## config.mk

```make
export PLATFORM = sky130hd
export DESIGN_NAME = dmm_top
export DESIGN_NICKNAME = d
export VERILOG_FILES = /design/src/dmm_io_pkg.sv /design/src/dmm_reg_pkg.sv /design/src/adc_mock.sv /design/src/az_sequencer.sv /design/src/dmm_top.sv /design/src/pin_mux.sv /design/src/register_bank.sv /design/src/spi_slave.sv
export SDC_FILE = /design/constraint.sdc
export NUM_CORES = 1
export LEC_CHECK = 0
export BUFFER_PORTS_ARGS = -buffer_cell sky130_fd_sc_hd__clkbuf_2
export CAP_MARGIN = 30
export CORE_MARGIN = 5
export CORE_UTILIZATION = 63
export DETAILED_ROUTE_END_ITERATION = 8
export HOLD_SLACK_MARGIN = 0.12
export PLACE_DENSITY_LB_ADDON = 0.2
export SYNTH_ARGS = -nofsm -noshare
export SYNTH_HDL_FRONTEND = slang
export SYNTH_HIERARCHICAL = 1
export SYNTH_SLANG_ARGS = --single-unit
```

## constraint.sdc

```tcl
create_clock -name clk -period 3.6 [get_ports clk]
set_input_delay 0.54 -clock clk [delete_from_list [all_inputs] [get_ports clk]]
set_output_delay 0.54 -clock clk [all_outputs]
set_load 0.03 [all_outputs]
```

## src/dmm_io_pkg.sv

```systemverilog
// pin vector and sequencer definitions
package dmm_io_pkg;

  ////////////////////////////////////////
  // field widths

  localparam int PINS_W    = 25;
  localparam int AZMUX_W   = 4;
  localparam int PC_SW_W   = 2;
  localparam int MONITOR_W = 8;
  localparam int LEDS_W    = 4;
  localparam int REFMUX_W  = 4;
  localparam int ADC_MON_W = 6;   // mock adc count bits on the monitor
  localparam int STATE_W   = 3;
  localparam int MODE_W    = 3;
  localparam int ROUTE_W   = 2;

  // pin vector, top bit down
  typedef struct packed {
    logic                 meas_complete;
    logic                 spi_interrupt;
    logic                 cmpr_latch;
    logic [REFMUX_W-1:0]  adc_refmux;
    logic [AZMUX_W-1:0]   azmux;
    logic [PC_SW_W-1:0]   pc_sw;
    logic [MONITOR_W-1:0] monitor;
    logic [LEDS_W-1:0]    leds;
  } pins_t;

  ////////////////////////////////////////
  // mode and route codes

  localparam logic [MODE_W-1:0] MODE_DIRECT  = 3'd0;
  localparam logic [MODE_W-1:0] MODE_LO      = 3'd1;
  localparam logic [MODE_W-1:0] MODE_HI      = 3'd2;
  localparam logic [MODE_W-1:0] MODE_PATTERN = 3'd3;
  localparam logic [MODE_W-1:0] MODE_AZ      = 3'd4;

  localparam logic [ROUTE_W-1:0] ROUTE_PARK = 2'd0;   // lines parked high
  localparam logic [ROUTE_W-1:0] ROUTE_4094 = 2'd1;
  localparam logic [ROUTE_W-1:0] ROUTE_DAC  = 2'd2;

  typedef enum logic [STATE_W-1:0] {
    IDLE,
    PRECHARGE,
    SAMPLE,
    RELEASE
  } az_state_t;

  typedef struct packed {
    logic [AZMUX_W-1:0] azmux;
    logic [PC_SW_W-1:0] pc_sw;
    az_state_t          state;
    logic               side;            // 1 hi, 0 lo
    logic               meas_complete;   // one clk pulse
  } seq_out_t;

endpackage

```

## src/dmm_reg_pkg.sv

```systemverilog
// register map definitions
package dmm_reg_pkg;

  ////////////////////////////////////////
  // widths

  localparam int REG_W       = 32;
  localparam int ADDR_W      = 7;
  localparam int CMD_BITS    = 8;             // write flag + address
  localparam int FRAME_BITS  = CMD_BITS + REG_W;
  localparam int HW_FLAGS_W  = 4;
  localparam int PRECHARGE_W = 24;

  ////////////////////////////////////////
  // register addresses

  localparam logic [ADDR_W-1:0] ADDR_SPI_MUX   = 7'd0;
  localparam logic [ADDR_W-1:0] ADDR_4094_OE   = 7'd1;
  localparam logic [ADDR_W-1:0] ADDR_MODE      = 7'd2;
  localparam logic [ADDR_W-1:0] ADDR_DIRECT    = 7'd3;
  localparam logic [ADDR_W-1:0] ADDR_STATUS    = 7'd4;   // read only
  localparam logic [ADDR_W-1:0] ADDR_ARM       = 7'd5;
  localparam logic [ADDR_W-1:0] ADDR_PRECHARGE = 7'd6;
  localparam logic [ADDR_W-1:0] ADDR_AZMUX_LO  = 7'd7;
  localparam logic [ADDR_W-1:0] ADDR_AZMUX_HI  = 7'd8;
  localparam logic [ADDR_W-1:0] ADDR_PC_SW_HI  = 7'd9;
  localparam logic [ADDR_W-1:0] ADDR_APERTURE  = 7'd10;

  localparam logic [7:0] STATUS_MAGIC = 8'hAA;   // lets the host spot a dead link

  // one decoded write from the spi side
  typedef struct packed {
    logic              wr;      // single cycle strobe
    logic [ADDR_W-1:0] addr;
    logic [REG_W-1:0]  data;
  } reg_wr_t;

  // writable registers, trimmed to the bits in use
  typedef struct packed {
    logic [1:0]             spi_mux;
    logic                   oe_4094;
    logic [2:0]             mode;
    logic [24:0]            direct;
    logic                   arm;
    logic [PRECHARGE_W-1:0] precharge;   // clk counts
    logic [3:0]             azmux_lo;
    logic [3:0]             azmux_hi;
    logic [1:0]             pc_sw_hi;
    logic [REG_W-1:0]       aperture;    // clk counts, long samples
  } reg_file_t;

endpackage

```

## src/adc_mock.sv

```systemverilog
// aperture timer in place of the adc
`timescale 1ns/100ps

module adc_mock (
  input  logic                                clk,
  input  logic                                rst_n_i,
  input  logic [dmm_reg_pkg::REG_W-1:0]       aperture_i,
  input  logic                                adc_start_i,
  output logic                                adc_valid_o,
  output logic [dmm_io_pkg::ADC_MON_W-1:0]    monitor_o
);
  import dmm_reg_pkg::*;
  import dmm_io_pkg::*;

  logic [REG_W-1:0] cnt_q;   // aperture clks so far

  always_ff @(posedge clk or negedge rst_n_i) begin
    if (!rst_n_i) begin
      cnt_q       <= '0;
      adc_valid_o <= 1'b0;
    end else if (!adc_start_i) begin
      cnt_q       <= '0;     // start low acts as adc reset
      adc_valid_o <= 1'b0;
    end else if (!adc_valid_o) begin
      cnt_q <= cnt_q + 1'b1;
      // valid lands exactly aperture clks after start
      if (cnt_q + 1'b1 >= aperture_i) begin
        adc_valid_o <= 1'b1;
      end
    end
  end

  assign monitor_o = cnt_q[ADC_MON_W-1:0];   // count activity for the scope

endmodule

```

## src/az_sequencer.sv

```systemverilog
// auto-zero sample acquisition
`timescale 1ns/100ps

module az_sequencer (
  input  logic                    clk,
  input  logic                    rst_n_i,
  input  dmm_reg_pkg::reg_file_t  regs_i,
  input  logic                    adc_valid_i,
  output logic                    adc_start_o,
  output dmm_io_pkg::seq_out_t    seq_o
);
  import dmm_reg_pkg::*;
  import dmm_io_pkg::*;

  az_state_t              state_q;
  logic [PRECHARGE_W-1:0] cnt_q;    // precharge cycles left
  logic                   side_q;   // 1 = hi input
  logic                   done_q;

  ////////////////////////////////////////
  // state machine

  always_ff @(posedge clk or negedge rst_n_i) begin
    if (!rst_n_i) begin
      state_q <= IDLE;
      cnt_q   <= '0;
      side_q  <= 1'b0;
      done_q  <= 1'b0;
    end else begin
      done_q <= 1'b0;
      case (state_q)
        IDLE: begin
          if (regs_i.arm) begin
            side_q  <= 1'b1;              // first sample is hi
            cnt_q   <= regs_i.precharge;
            state_q <= PRECHARGE;
          end
        end
        PRECHARGE: begin
          // zero or one both give a single cycle
          if (cnt_q <= 1) begin
            state_q <= SAMPLE;
          end else begin
            cnt_q <= cnt_q - 1'b1;
          end
        end
        SAMPLE: begin
          if (adc_valid_i) begin
            state_q <= RELEASE;           // start drops here
          end
        end
        RELEASE: begin
          // wait for the adc to close out the handshake
          if (!adc_valid_i) begin
            done_q  <= 1'b1;
            side_q  <= ~side_q;
            cnt_q   <= regs_i.precharge;
            state_q <= regs_i.arm ? PRECHARGE : IDLE;   // disarm finishes the sample
          end
        end
        default: state_q <= IDLE;
      endcase
    end
  end

  assign adc_start_o = (state_q == SAMPLE);

  ////////////////////////////////////////
  // switch outputs

  always_comb begin
    seq_o               = '0;
    seq_o.state         = state_q;
    seq_o.side          = side_q;
    seq_o.meas_complete = done_q;
    seq_o.azmux         = side_q ? regs_i.azmux_hi : regs_i.azmux_lo;
    if (state_q == IDLE) begin
      seq_o.azmux = regs_i.azmux_lo;   // park on lo
    end
    if (state_q == SAMPLE) begin
      seq_o.pc_sw = regs_i.pc_sw_hi;   // precharge sw released for sampling
    end
  end

endmodule

```

## src/dmm_top.sv

```systemverilog
// multimeter control core
`timescale 1ns/100ps

module dmm_top (
  input  logic                                clk,
  input  logic                                rst_n_i,
  input  logic                                sck_i,
  input  logic                                ss_i,
  input  logic                                sdi_i,
  input  logic                                spi_cs2_i,
  input  logic [dmm_reg_pkg::HW_FLAGS_W-1:0]  hw_flags_i,
  output logic                                sdo_o,
  output logic [dmm_io_pkg::LEDS_W-1:0]       leds_o,
  output logic [dmm_io_pkg::MONITOR_W-1:0]    monitor_o,
  output logic [dmm_io_pkg::PC_SW_W-1:0]      pc_sw_o,
  output logic [dmm_io_pkg::AZMUX_W-1:0]      azmux_o,
  output logic [dmm_io_pkg::REFMUX_W-1:0]     adc_refmux_o,
  output logic                                adc_cmpr_latch_ctl_o,
  output logic                                spi_interrupt_ctl_o,
  output logic                                meas_complete_o,
  output logic                                glb_spi_clk_o,
  output logic                                glb_spi_mosi_o,
  output logic                                glb_4094_strobe_o,
  output logic                                glb_4094_oe_o,
  output logic                                spi_dac_ss_o
);
  import dmm_reg_pkg::*;
  import dmm_io_pkg::*;

  reg_wr_t              spi_wr;
  logic [ADDR_W-1:0]    spi_rd_addr;
  logic [REG_W-1:0]     rd_data;
  reg_file_t            regs;
  logic                 adc_start;
  logic                 adc_valid;
  logic [ADC_MON_W-1:0] adc_monitor;
  seq_out_t             seq;
  pins_t                pins;

  ////////////////////////////////////////
  // host side

  spi_slave spi_slave (
    .clk       (clk),
    .rst_n_i   (rst_n_i),
    .sck_i     (sck_i),
    .ss_i      (ss_i),
    .sdi_i     (sdi_i),
    .rd_data_i (rd_data),
    .sdo_o     (sdo_o),
    .rd_addr_o (spi_rd_addr),
    .wr_o      (spi_wr)
  );

  register_bank register_bank (
    .clk        (clk),
    .rst_n_i    (rst_n_i),
    .wr_i       (spi_wr),
    .rd_addr_i  (spi_rd_addr),
    .hw_flags_i (hw_flags_i),
    .rd_data_o  (rd_data),
    .regs_o     (regs)
  );

  ////////////////////////////////////////
  // acquisition

  az_sequencer az_sequencer (
    .clk         (clk),
    .rst_n_i     (rst_n_i),
    .regs_i      (regs),
    .adc_valid_i (adc_valid),
    .adc_start_o (adc_start),
    .seq_o       (seq)
  );

  adc_mock adc_mock (
    .clk         (clk),
    .rst_n_i     (rst_n_i),
    .aperture_i  (regs.aperture),
    .adc_start_i (adc_start),
    .adc_valid_o (adc_valid),
    .monitor_o   (adc_monitor)
  );

  pin_mux pin_mux (
    .clk               (clk),
    .rst_n_i           (rst_n_i),
    .regs_i            (regs),
    .seq_i             (seq),
    .adc_valid_i       (adc_valid),
    .adc_monitor_i     (adc_monitor),
    .sck_i             (sck_i),
    .sdi_i             (sdi_i),
    .cs2_i             (spi_cs2_i),
    .pins_o            (pins),
    .glb_spi_clk_o     (glb_spi_clk_o),
    .glb_spi_mosi_o    (glb_spi_mosi_o),
    .glb_4094_strobe_o (glb_4094_strobe_o),
    .glb_4094_oe_o     (glb_4094_oe_o),
    .spi_dac_ss_o      (spi_dac_ss_o)
  );

  // pin vector out to the board
  assign meas_complete_o      = pins.meas_complete;
  assign spi_interrupt_ctl_o  = pins.spi_interrupt;
  assign adc_cmpr_latch_ctl_o = pins.cmpr_latch;
  assign adc_refmux_o         = pins.adc_refmux;
  assign azmux_o              = pins.azmux;
  assign pc_sw_o              = pins.pc_sw;
  assign monitor_o            = pins.monitor;
  assign leds_o               = pins.leds;

endmodule

```

## src/pin_mux.sv

```systemverilog
// pin source select and spi routing
`timescale 1ns/100ps

module pin_mux (
  input  logic                               clk,
  input  logic                               rst_n_i,
  input  dmm_reg_pkg::reg_file_t             regs_i,
  input  dmm_io_pkg::seq_out_t               seq_i,
  input  logic                               adc_valid_i,
  input  logic [dmm_io_pkg::ADC_MON_W-1:0]   adc_monitor_i,
  input  logic                               sck_i,
  input  logic                               sdi_i,
  input  logic                               cs2_i,
  output dmm_io_pkg::pins_t                  pins_o,
  output logic                               glb_spi_clk_o,
  output logic                               glb_spi_mosi_o,
  output logic                               glb_4094_strobe_o,
  output logic                               glb_4094_oe_o,
  output logic                               spi_dac_ss_o
);
  import dmm_io_pkg::*;

  logic [PINS_W-1:0] pattern_q;   // free running test count
  pins_t             az_pins;

  always_ff @(posedge clk or negedge rst_n_i) begin
    if (!rst_n_i) begin
      pattern_q <= '0;
    end else begin
      pattern_q <= pattern_q + 1'b1;
    end
  end

  ////////////////////////////////////////
  // auto-zero pin vector

  always_comb begin
    az_pins               = '0;   // refmux and cmpr latch unused here
    az_pins.meas_complete = seq_i.meas_complete;
    az_pins.spi_interrupt = seq_i.meas_complete;
    az_pins.azmux         = seq_i.azmux;
    az_pins.pc_sw         = seq_i.pc_sw;
    az_pins.monitor       = {adc_valid_i, adc_monitor_i[3:0], seq_i.state};
    az_pins.leds[0]       = seq_i.side;
  end

  // mode select, straight from the register
  always_comb begin
    case (regs_i.mode)
      MODE_DIRECT:  pins_o = pins_t'(regs_i.direct);
      MODE_LO:      pins_o = '0;
      MODE_HI:      pins_o = '1;
      MODE_PATTERN: pins_o = pins_t'(pattern_q);
      MODE_AZ:      pins_o = az_pins;
      default:      pins_o = '0;   // spare modes held low
    endcase
  end

  ////////////////////////////////////////
  // spi routing

  assign glb_spi_clk_o     = (regs_i.spi_mux == ROUTE_PARK) ? 1'b1 : sck_i;  // park hi
  assign glb_spi_mosi_o    = (regs_i.spi_mux == ROUTE_PARK) ? 1'b1 : sdi_i;
  assign glb_4094_strobe_o = (regs_i.spi_mux == ROUTE_4094) ? ~cs2_i : 1'b0; // active hi
  assign spi_dac_ss_o      = (regs_i.spi_mux == ROUTE_DAC) ? cs2_i : 1'b1;   // active lo
  assign glb_4094_oe_o     = regs_i.oe_4094;                                 // off at power up

endmodule

```

## src/register_bank.sv

```systemverilog
// writable registers and readback
`timescale 1ns/100ps

module register_bank (
  input  logic                                clk,
  input  logic                                rst_n_i,
  input  dmm_reg_pkg::reg_wr_t                wr_i,
  input  logic [dmm_reg_pkg::ADDR_W-1:0]      rd_addr_i,
  input  logic [dmm_reg_pkg::HW_FLAGS_W-1:0]  hw_flags_i,
  output logic [dmm_reg_pkg::REG_W-1:0]       rd_data_o,
  output dmm_reg_pkg::reg_file_t              regs_o
);
  import dmm_reg_pkg::*;

  logic [REG_W-1:0] status_w;

  // zeros, board flags, magic byte
  assign status_w = {{(REG_W - HW_FLAGS_W - $bits(STATUS_MAGIC)){1'b0}},
                     hw_flags_i, STATUS_MAGIC};

  ////////////////////////////////////////
  // writes

  always_ff @(posedge clk or negedge rst_n_i) begin
    if (!rst_n_i) begin
      regs_o <= '0;   // direct mode, spi parked, 4094 off
    end else if (wr_i.wr) begin
      case (wr_i.addr)
        ADDR_SPI_MUX:   regs_o.spi_mux   <= wr_i.data[1:0];
        ADDR_4094_OE:   regs_o.oe_4094   <= wr_i.data[0];
        ADDR_MODE:      regs_o.mode      <= wr_i.data[2:0];
        ADDR_DIRECT:    regs_o.direct    <= wr_i.data[24:0];
        ADDR_ARM:       regs_o.arm       <= wr_i.data[0];
        ADDR_PRECHARGE: regs_o.precharge <= wr_i.data[PRECHARGE_W-1:0];
        ADDR_AZMUX_LO:  regs_o.azmux_lo  <= wr_i.data[3:0];
        ADDR_AZMUX_HI:  regs_o.azmux_hi  <= wr_i.data[3:0];
        ADDR_PC_SW_HI:  regs_o.pc_sw_hi  <= wr_i.data[1:0];
        ADDR_APERTURE:  regs_o.aperture  <= wr_i.data;
        default: ;      // status and holes drop the write
      endcase
    end
  end

  ////////////////////////////////////////
  // reads, zero extended

  always_comb begin
    case (rd_addr_i)
      ADDR_SPI_MUX:   rd_data_o = REG_W'(regs_o.spi_mux);
      ADDR_4094_OE:   rd_data_o = REG_W'(regs_o.oe_4094);
      ADDR_MODE:      rd_data_o = REG_W'(regs_o.mode);
      ADDR_DIRECT:    rd_data_o = REG_W'(regs_o.direct);
      ADDR_STATUS:    rd_data_o = status_w;
      ADDR_ARM:       rd_data_o = REG_W'(regs_o.arm);
      ADDR_PRECHARGE: rd_data_o = REG_W'(regs_o.precharge);
      ADDR_AZMUX_LO:  rd_data_o = REG_W'(regs_o.azmux_lo);
      ADDR_AZMUX_HI:  rd_data_o = REG_W'(regs_o.azmux_hi);
      ADDR_PC_SW_HI:  rd_data_o = REG_W'(regs_o.pc_sw_hi);
      ADDR_APERTURE:  rd_data_o = regs_o.aperture;
      default:        rd_data_o = '0;
    endcase
  end

endmodule

```

## src/spi_slave.sv

```systemverilog
// oversampled spi command slave
`timescale 1ns/100ps

module spi_slave (
  input  logic                              clk,
  input  logic                              rst_n_i,
  input  logic                              sck_i,
  input  logic                              ss_i,
  input  logic                              sdi_i,
  input  logic [dmm_reg_pkg::REG_W-1:0]     rd_data_i,
  output logic                              sdo_o,
  output logic [dmm_reg_pkg::ADDR_W-1:0]    rd_addr_o,
  output dmm_reg_pkg::reg_wr_t              wr_o
);
  import dmm_reg_pkg::*;

  logic [2:0] sck_q;   // two sync flops + one for edge detect
  logic [2:0] ss_q;
  logic [1:0] sdi_q;
  logic       sck_rise;
  logic       sck_fall;
  logic       ss_rise;
  logic [$clog2(FRAME_BITS+1)-1:0] bit_cnt_q;   // rising edges this frame
  logic       wr_flag_q;
  logic       load_q;                           // read data valid next cycle
  logic [REG_W-1:0] shift_q;
  logic [REG_W-1:0] tx_q;

  assign sck_rise = sck_q[1] & ~sck_q[2];
  assign sck_fall = ~sck_q[1] & sck_q[2];
  assign ss_rise  = ss_q[1] & ~ss_q[2];         // end of frame

  ////////////////////////////////////////
  // pin synchronizers

  always_ff @(posedge clk or negedge rst_n_i) begin
    if (!rst_n_i) begin
      sck_q <= 3'b000;
      ss_q  <= 3'b111;   // deselected
      sdi_q <= 2'b00;
    end else begin
      sck_q <= {sck_q[1:0], sck_i};
      ss_q  <= {ss_q[1:0], ss_i};
      sdi_q <= {sdi_q[0], sdi_i};
    end
  end

  ////////////////////////////////////////
  // frame decode

  always_ff @(posedge clk or negedge rst_n_i) begin
    if (!rst_n_i) begin
      bit_cnt_q <= '0;
      wr_flag_q <= 1'b0;
      rd_addr_o <= '0;
      load_q    <= 1'b0;
      wr_o      <= '0;
    end else begin
      wr_o.wr <= 1'b0;
      load_q  <= 1'b0;
      if (ss_q[1]) begin
        bit_cnt_q <= '0;
      end else if (sck_rise) begin
        bit_cnt_q <= bit_cnt_q + 1'b1;
        if (bit_cnt_q == CMD_BITS - 1) begin   // command byte completes
          wr_flag_q <= shift_q[CMD_BITS-2];
          rd_addr_o <= {shift_q[CMD_BITS-3:0], sdi_q[1]};
          load_q    <= 1'b1;
        end
      end
      // only a full write frame commits
      if (ss_rise && wr_flag_q && bit_cnt_q == FRAME_BITS) begin
        wr_o.wr   <= 1'b1;
        wr_o.addr <= rd_addr_o;
        wr_o.data <= shift_q;
      end
    end
  end

  // mosi shifter, msb first
  always_ff @(posedge clk) begin
    if (!ss_q[1] && sck_rise) begin
      shift_q <= {shift_q[REG_W-2:0], sdi_q[1]};
    end
  end

  // miso shifter, moves after each falling edge of the data phase
  always_ff @(posedge clk or negedge rst_n_i) begin
    if (!rst_n_i) begin
      tx_q <= '0;
    end else if (load_q) begin
      tx_q <= rd_data_i;
    end else if (sck_fall && bit_cnt_q > CMD_BITS) begin
      tx_q <= {tx_q[REG_W-2:0], 1'b0};
    end
  end

  assign sdo_o = tx_q[REG_W-1];

endmodule

```

Word level (Yosys, flattened, before mapping) --
Cells that the tools add are included.
Storage, ports and cells: register bits 312, output and inout bits 31, word-level logic and storage cells 145
Cells by class: $add $sub $neg 4, $lt $le $gt $ge 3, equal/unequal tests 35, multiplexer cells 37, bitwise logic cells 9, reductions and logical operators 28
Operators by type and width (count):
- $pmux 32 s11 | 1
- $mux 32 | 4
- $pmux 25 s4 | 1
- $mux 24 | 3
- $pmux 24 s3 | 1
- $eq 7x3->1 const B | 7
- $eq 7x4->1 const B | 6
- $mux 40 | 1
- $add 32x1->32 const B | 1
- $ge 32x32->1 | 1
- $eq 7x2->1 const B | 4
- $add 25x1->25 const B | 1
- $le 24x1->1 const B | 1
- $sub 24x1->24 const B | 1
- $reduce_and 2->1 | 10
- $mux 1 | 15
- $eq 7x1->1 const B | 2
- $logic_not 7->1 | 2
- $eq 3x2->1 const B | 4
- $mux 3 | 4
- $mux 6 | 2
- $pmux 3 s4 | 1
- $ne 2x2->1 const B | 5
- $mux 4 | 2
- other kinds (21) | 36

Longest topological paths before layout --
depth in word-level cells 5, depth in mapped cells 13

Hierarchy --
Netlist, hierarchy kept.
Modules (own cells, without submodules):
- spi_slave | instances 1, cells each 361, area an instance 4963.5 um2, sequential area each 3342.0 um2
- register_bank | instances 1, cells each 358, area an instance 4570.6 um2, sequential area each 2452.4 um2
- adc_mock | instances 1, cells each 359, area an instance 2932.8 um2, sequential area each 825.8 um2
- az_sequencer | instances 1, cells each 233, area an instance 2005.7 um2, sequential area each 700.7 um2
- pin_mux | instances 1, cells each 225, area an instance 1702.9 um2, sequential area each 625.6 um2

Worst setup path after synthesis --
OpenSTA, ideal clock, no wires.
path kind register -> register, start register adc_mock.cnt_q[14], end register adc_mock.adc_valid_o, setup time 0.083 ns, arrival 3.010 ns, required time 3.517 ns, path slack 0.507 ns, stages on the path, launching flop included 13, clock period less this slack 3.093 ns, cells stage by stage dfrtp_1 -> buf_2 -> nand4_2 -> or4_4 -> or3_1 -> buf_2 -> nor2_1 -> xor2_1 -> ha_1 -> nand4_1 -> or4_1 -> o221a_2 -> o21ai_0
On the way: cells in the longest elaborated chain, start to end 5
RTL lines:
- from (decl) | line adc_mock.sv:15 | logic [REG_W-1:0] cnt_q;
- from (signal assigned) | line adc_mock.sv:25 | cnt_q <= cnt_q + 1'b1;
- $add 32x1->32 | line adc_mock.sv:27 | if (cnt_q + 1'b1 >= aperture_i) begin
- $ge 32x32->1 | line adc_mock.sv:27
- $mux 1 | line adc_mock.sv:27
- $mux 1 | line adc_mock.sv:24 | end else if (!adc_valid_o) begin
- $mux 1 | line adc_mock.sv:21 | end else if (!adc_start_i) begin
- to (signal assigned) | line adc_mock.sv:20 | adc_valid_o <= 1'b0;
- to (signal assigned) | line adc_mock.sv:23 | adc_valid_o <= 1'b0;
- to (signal assigned) | line adc_mock.sv:28 | adc_valid_o <= 1'b1;
- to (decl) | line adc_mock.sv:9 | output logic adc_valid_o,
No other way between the ends. A chain may end at the register's enable or synchronous reset.

Worst setup path after layout --
Ends and elaborated chain as after synthesis.

==> results.txt <==
CTS tree - yes
Clk_lat worst skew - 500 ps
GPL Wtd Cong - 0.921
WP depth - 10
Setup crit start - adc_mock/cnt_q[14]$_DFFE_PN0P_
Final Cell Area - 17800 sq um
Crit path max fanout - 9
Worst path top cell family by delay - simple AND/OR/NAND/NOR gates
Final period utilization - 92.8%
Setup TNS - 0 ps
Die area - 29000 sq um
Vias in the first global route - 12151
Worst hold path class - in2reg
TritonCTS buffer count - 34
CP max-delay cell - or4_4
Syn Area/Cell - 10.5 sq um
Pre-antenna DRT Iters - 6
CTS Sinks - 311
Max stage delay on crit path - 570 ps
Worst R2R Start - adc_mock/cnt_q[14]$_DFFE_PN0P_
Cell depth of the worst flop-to-flop path - 10
Die width - 170 microns
F_max - 299 MHz
Clock share of power - 49.2%
Final worst slack - 261 ps
Leakage power - 0.00820 uW
Placed Cells - 1844
Num rows - 58
Outcome - finished clean
Net switching power - 1470 uW
Worst-path clk slew - 60 ps
MaxCap Viol Count - 0
Number of remaining DRC errors - 0
PortBufs - 40
Initial DRC Count - 1209
Routed WL - 40.8 mm
Util after Layout - 70.5%
Non-filler instance count after layout - 1907
P per Cell Area - 408 nW/um^2
First-pass GRT wire length - 67.1 mm
Share of post-route cells with drive strength above 1 - 19.5%
CP Cell Sequence - nand4_2 > or4_4 > or3_1 > nor2_1 > xor2_1 > ha_1 > nand4_1 > or4_1 > o221a_2 > o21ai_0
Pre-CTS WS - 296 ps
Critical Path Sink - adc_mock/adc_valid_o$_DFF_PN0_
Maximum clock path buffer count - 3
Comb pwr share - 1.6%
Worst slew pin tran - 856 ps
Clock Skew - 17.8 ps
Final Max Tran Viols - 0
Initial Utilization - 64.0%
HPWL after DPL - 28.4 mm
Wire length per cell - 21.4 microns
Mapped Area - 16200 sq um
Final Hold Vio Count - 0
Crit start category - register
Reg2Reg Setup Slack - 260 ps
Number of diodes - 0
Peak VDD IR - 0.395 mV
Post-synthesis cell count - 1534
# IOs - 41
Setup crit end kind - register
Root Buffer Master - clkbuf_16
Setup Viol. Count Final - 0
Total congestion overflow - 0
Nets - 1604
Post-CTS setup buffer count - 0
CP required - 4010 ps
Switching Fraction - 20.3%
Crit path kind - reg2reg
Synthesis-to-layout area growth - 10.1%
Pin count of the biggest net entering global routing - 78
Antenna Nets Post-Route - 0
Post-CTS sizing - 0
H-Tree Level Count - 2
Register share of total power - 49.2%
RSZ-0062 raised after global routing - false
CP Data Arrival Time - 3750 ps
Cell area after placement - 16600 sq um
Total internal power - 5790 uW
Post-Syn Nets - 1586
CORE AREA - 25300 sq um
Most frequent cells in the layout - 275 x dfrtp_1, 142 x mux2_2, 128 x nor2_1
Rel. slew slack - 42.9%
Die Ht - 170 microns
Clock period minus worst slack - 3340 ps
Vias - 12184
Post-DR vias/cell - 6.39
FILL cells - 1865
Initial antenna violation count - 0
Yosys Warn Count - 6
CP Buf/Inv Count - 0
GRT Overall Usage - 28.9%
Commonest non-fill, non-tap cell in the layout - dfrtp_1
Reg2Reg Capture Point - adc_mock/adc_valid_o$_DFF_PN0_
==> layout make-up <==
cell class	instances	area [sq um]	share of cell area, %
Tap cell	330	413	2.32
Clock buffer	52	1000	5.62
Multi-Input combinational cell	1075	7560	42.5
Sequential cell	311	7950	44.7
Clock inverter	9	148	0.830
Timing Repair Buffer	76	531	2.98
Inverter	54	203	1.14
==> worst min path at each step <==
stage                                            start                             end  slack (ps)  cells after the start
after floorplan                                rst_n_i  adc_mock/adc_valid_o$_DFF_PN0_         240                      0
after global placement    spi_slave/sck_q[0]$_DFF_PN0_    spi_slave/sck_q[1]$_DFF_PN0_         330                      0
after detailed placement  spi_slave/sck_q[0]$_DFF_PN0_    spi_slave/sck_q[1]$_DFF_PN0_         340                      0
after CTS                                        sck_i    spi_slave/sck_q[0]$_DFF_PN0_         150                      1
after global routing                             sck_i    spi_slave/sck_q[0]$_DFF_PN0_         140                      1
final                                            sdi_i    spi_slave/sdi_q[0]$_DFF_PN0_         160                      1
==> registers in the layout (all words and copies together) (netlist names) <==
register and cells:
adc_mock/adc_valid_o 1, adc_mock/cnt_q 32, az_sequencer/cnt_q 24, az_sequencer/done_q 1
az_sequencer/side_q 1, az_sequencer/state_q 2, pin_mux/pattern_q 25, register_bank/regs_o 98
spi_slave/bit_cnt_q 6, spi_slave/load_q 1, spi_slave/rd_addr_o 7, spi_slave/sck_q 3
spi_slave/sdi_q 2, spi_slave/shift_q 32, spi_slave/ss_q 3, spi_slave/tx_q 32
spi_slave/wr_flag_q 1, spi_slave/wr_o 40
==> repair_timing <==
action / 4_1_cts / 5_1_grt
hold buffers: 2 / 0
setup endpoints to repair: 0 / 0
endpoints found under the hold margin: 74 / 0
==> power by group through the flow <==
stage / logic [uW] / clock network (uW) / registers (uW)
floorplan: 26.1 / 0 / 3630
global placement: 111 / 0 / 3640
detailed placement: 116 / 0 / 3640
CTS: 118 / 3630 / 3570
global route: 132 / 3800 / 3570
finish: 113 / 3580 / 3570
==> through the flow <==
stage | hold WS, ps | power [uW]
global placement | 334 | 3750
CTS | 145 | 7320
detailed placement | 338 | 3750
global route | 136 | 7500
finish | 155 | 7260
floorplan | 244 | 3660
==> layer usage <==
| layer | GRT usage, % | wire length [microns] | vias to the layer above |
|---|---|---|---|
| li1 | - | - | 5540 |
| met1 | 40.6 | 17100 | 6100 |
| met4 | 9.69 | 1430 | 0 |
| met5 | 0 | 0 | - |
| met2 | 47.2 | 19800 | 456 |
| met3 | 3.51 | 2460 | 88 |
Note: power is estimated with default switching activity, not from simulation.
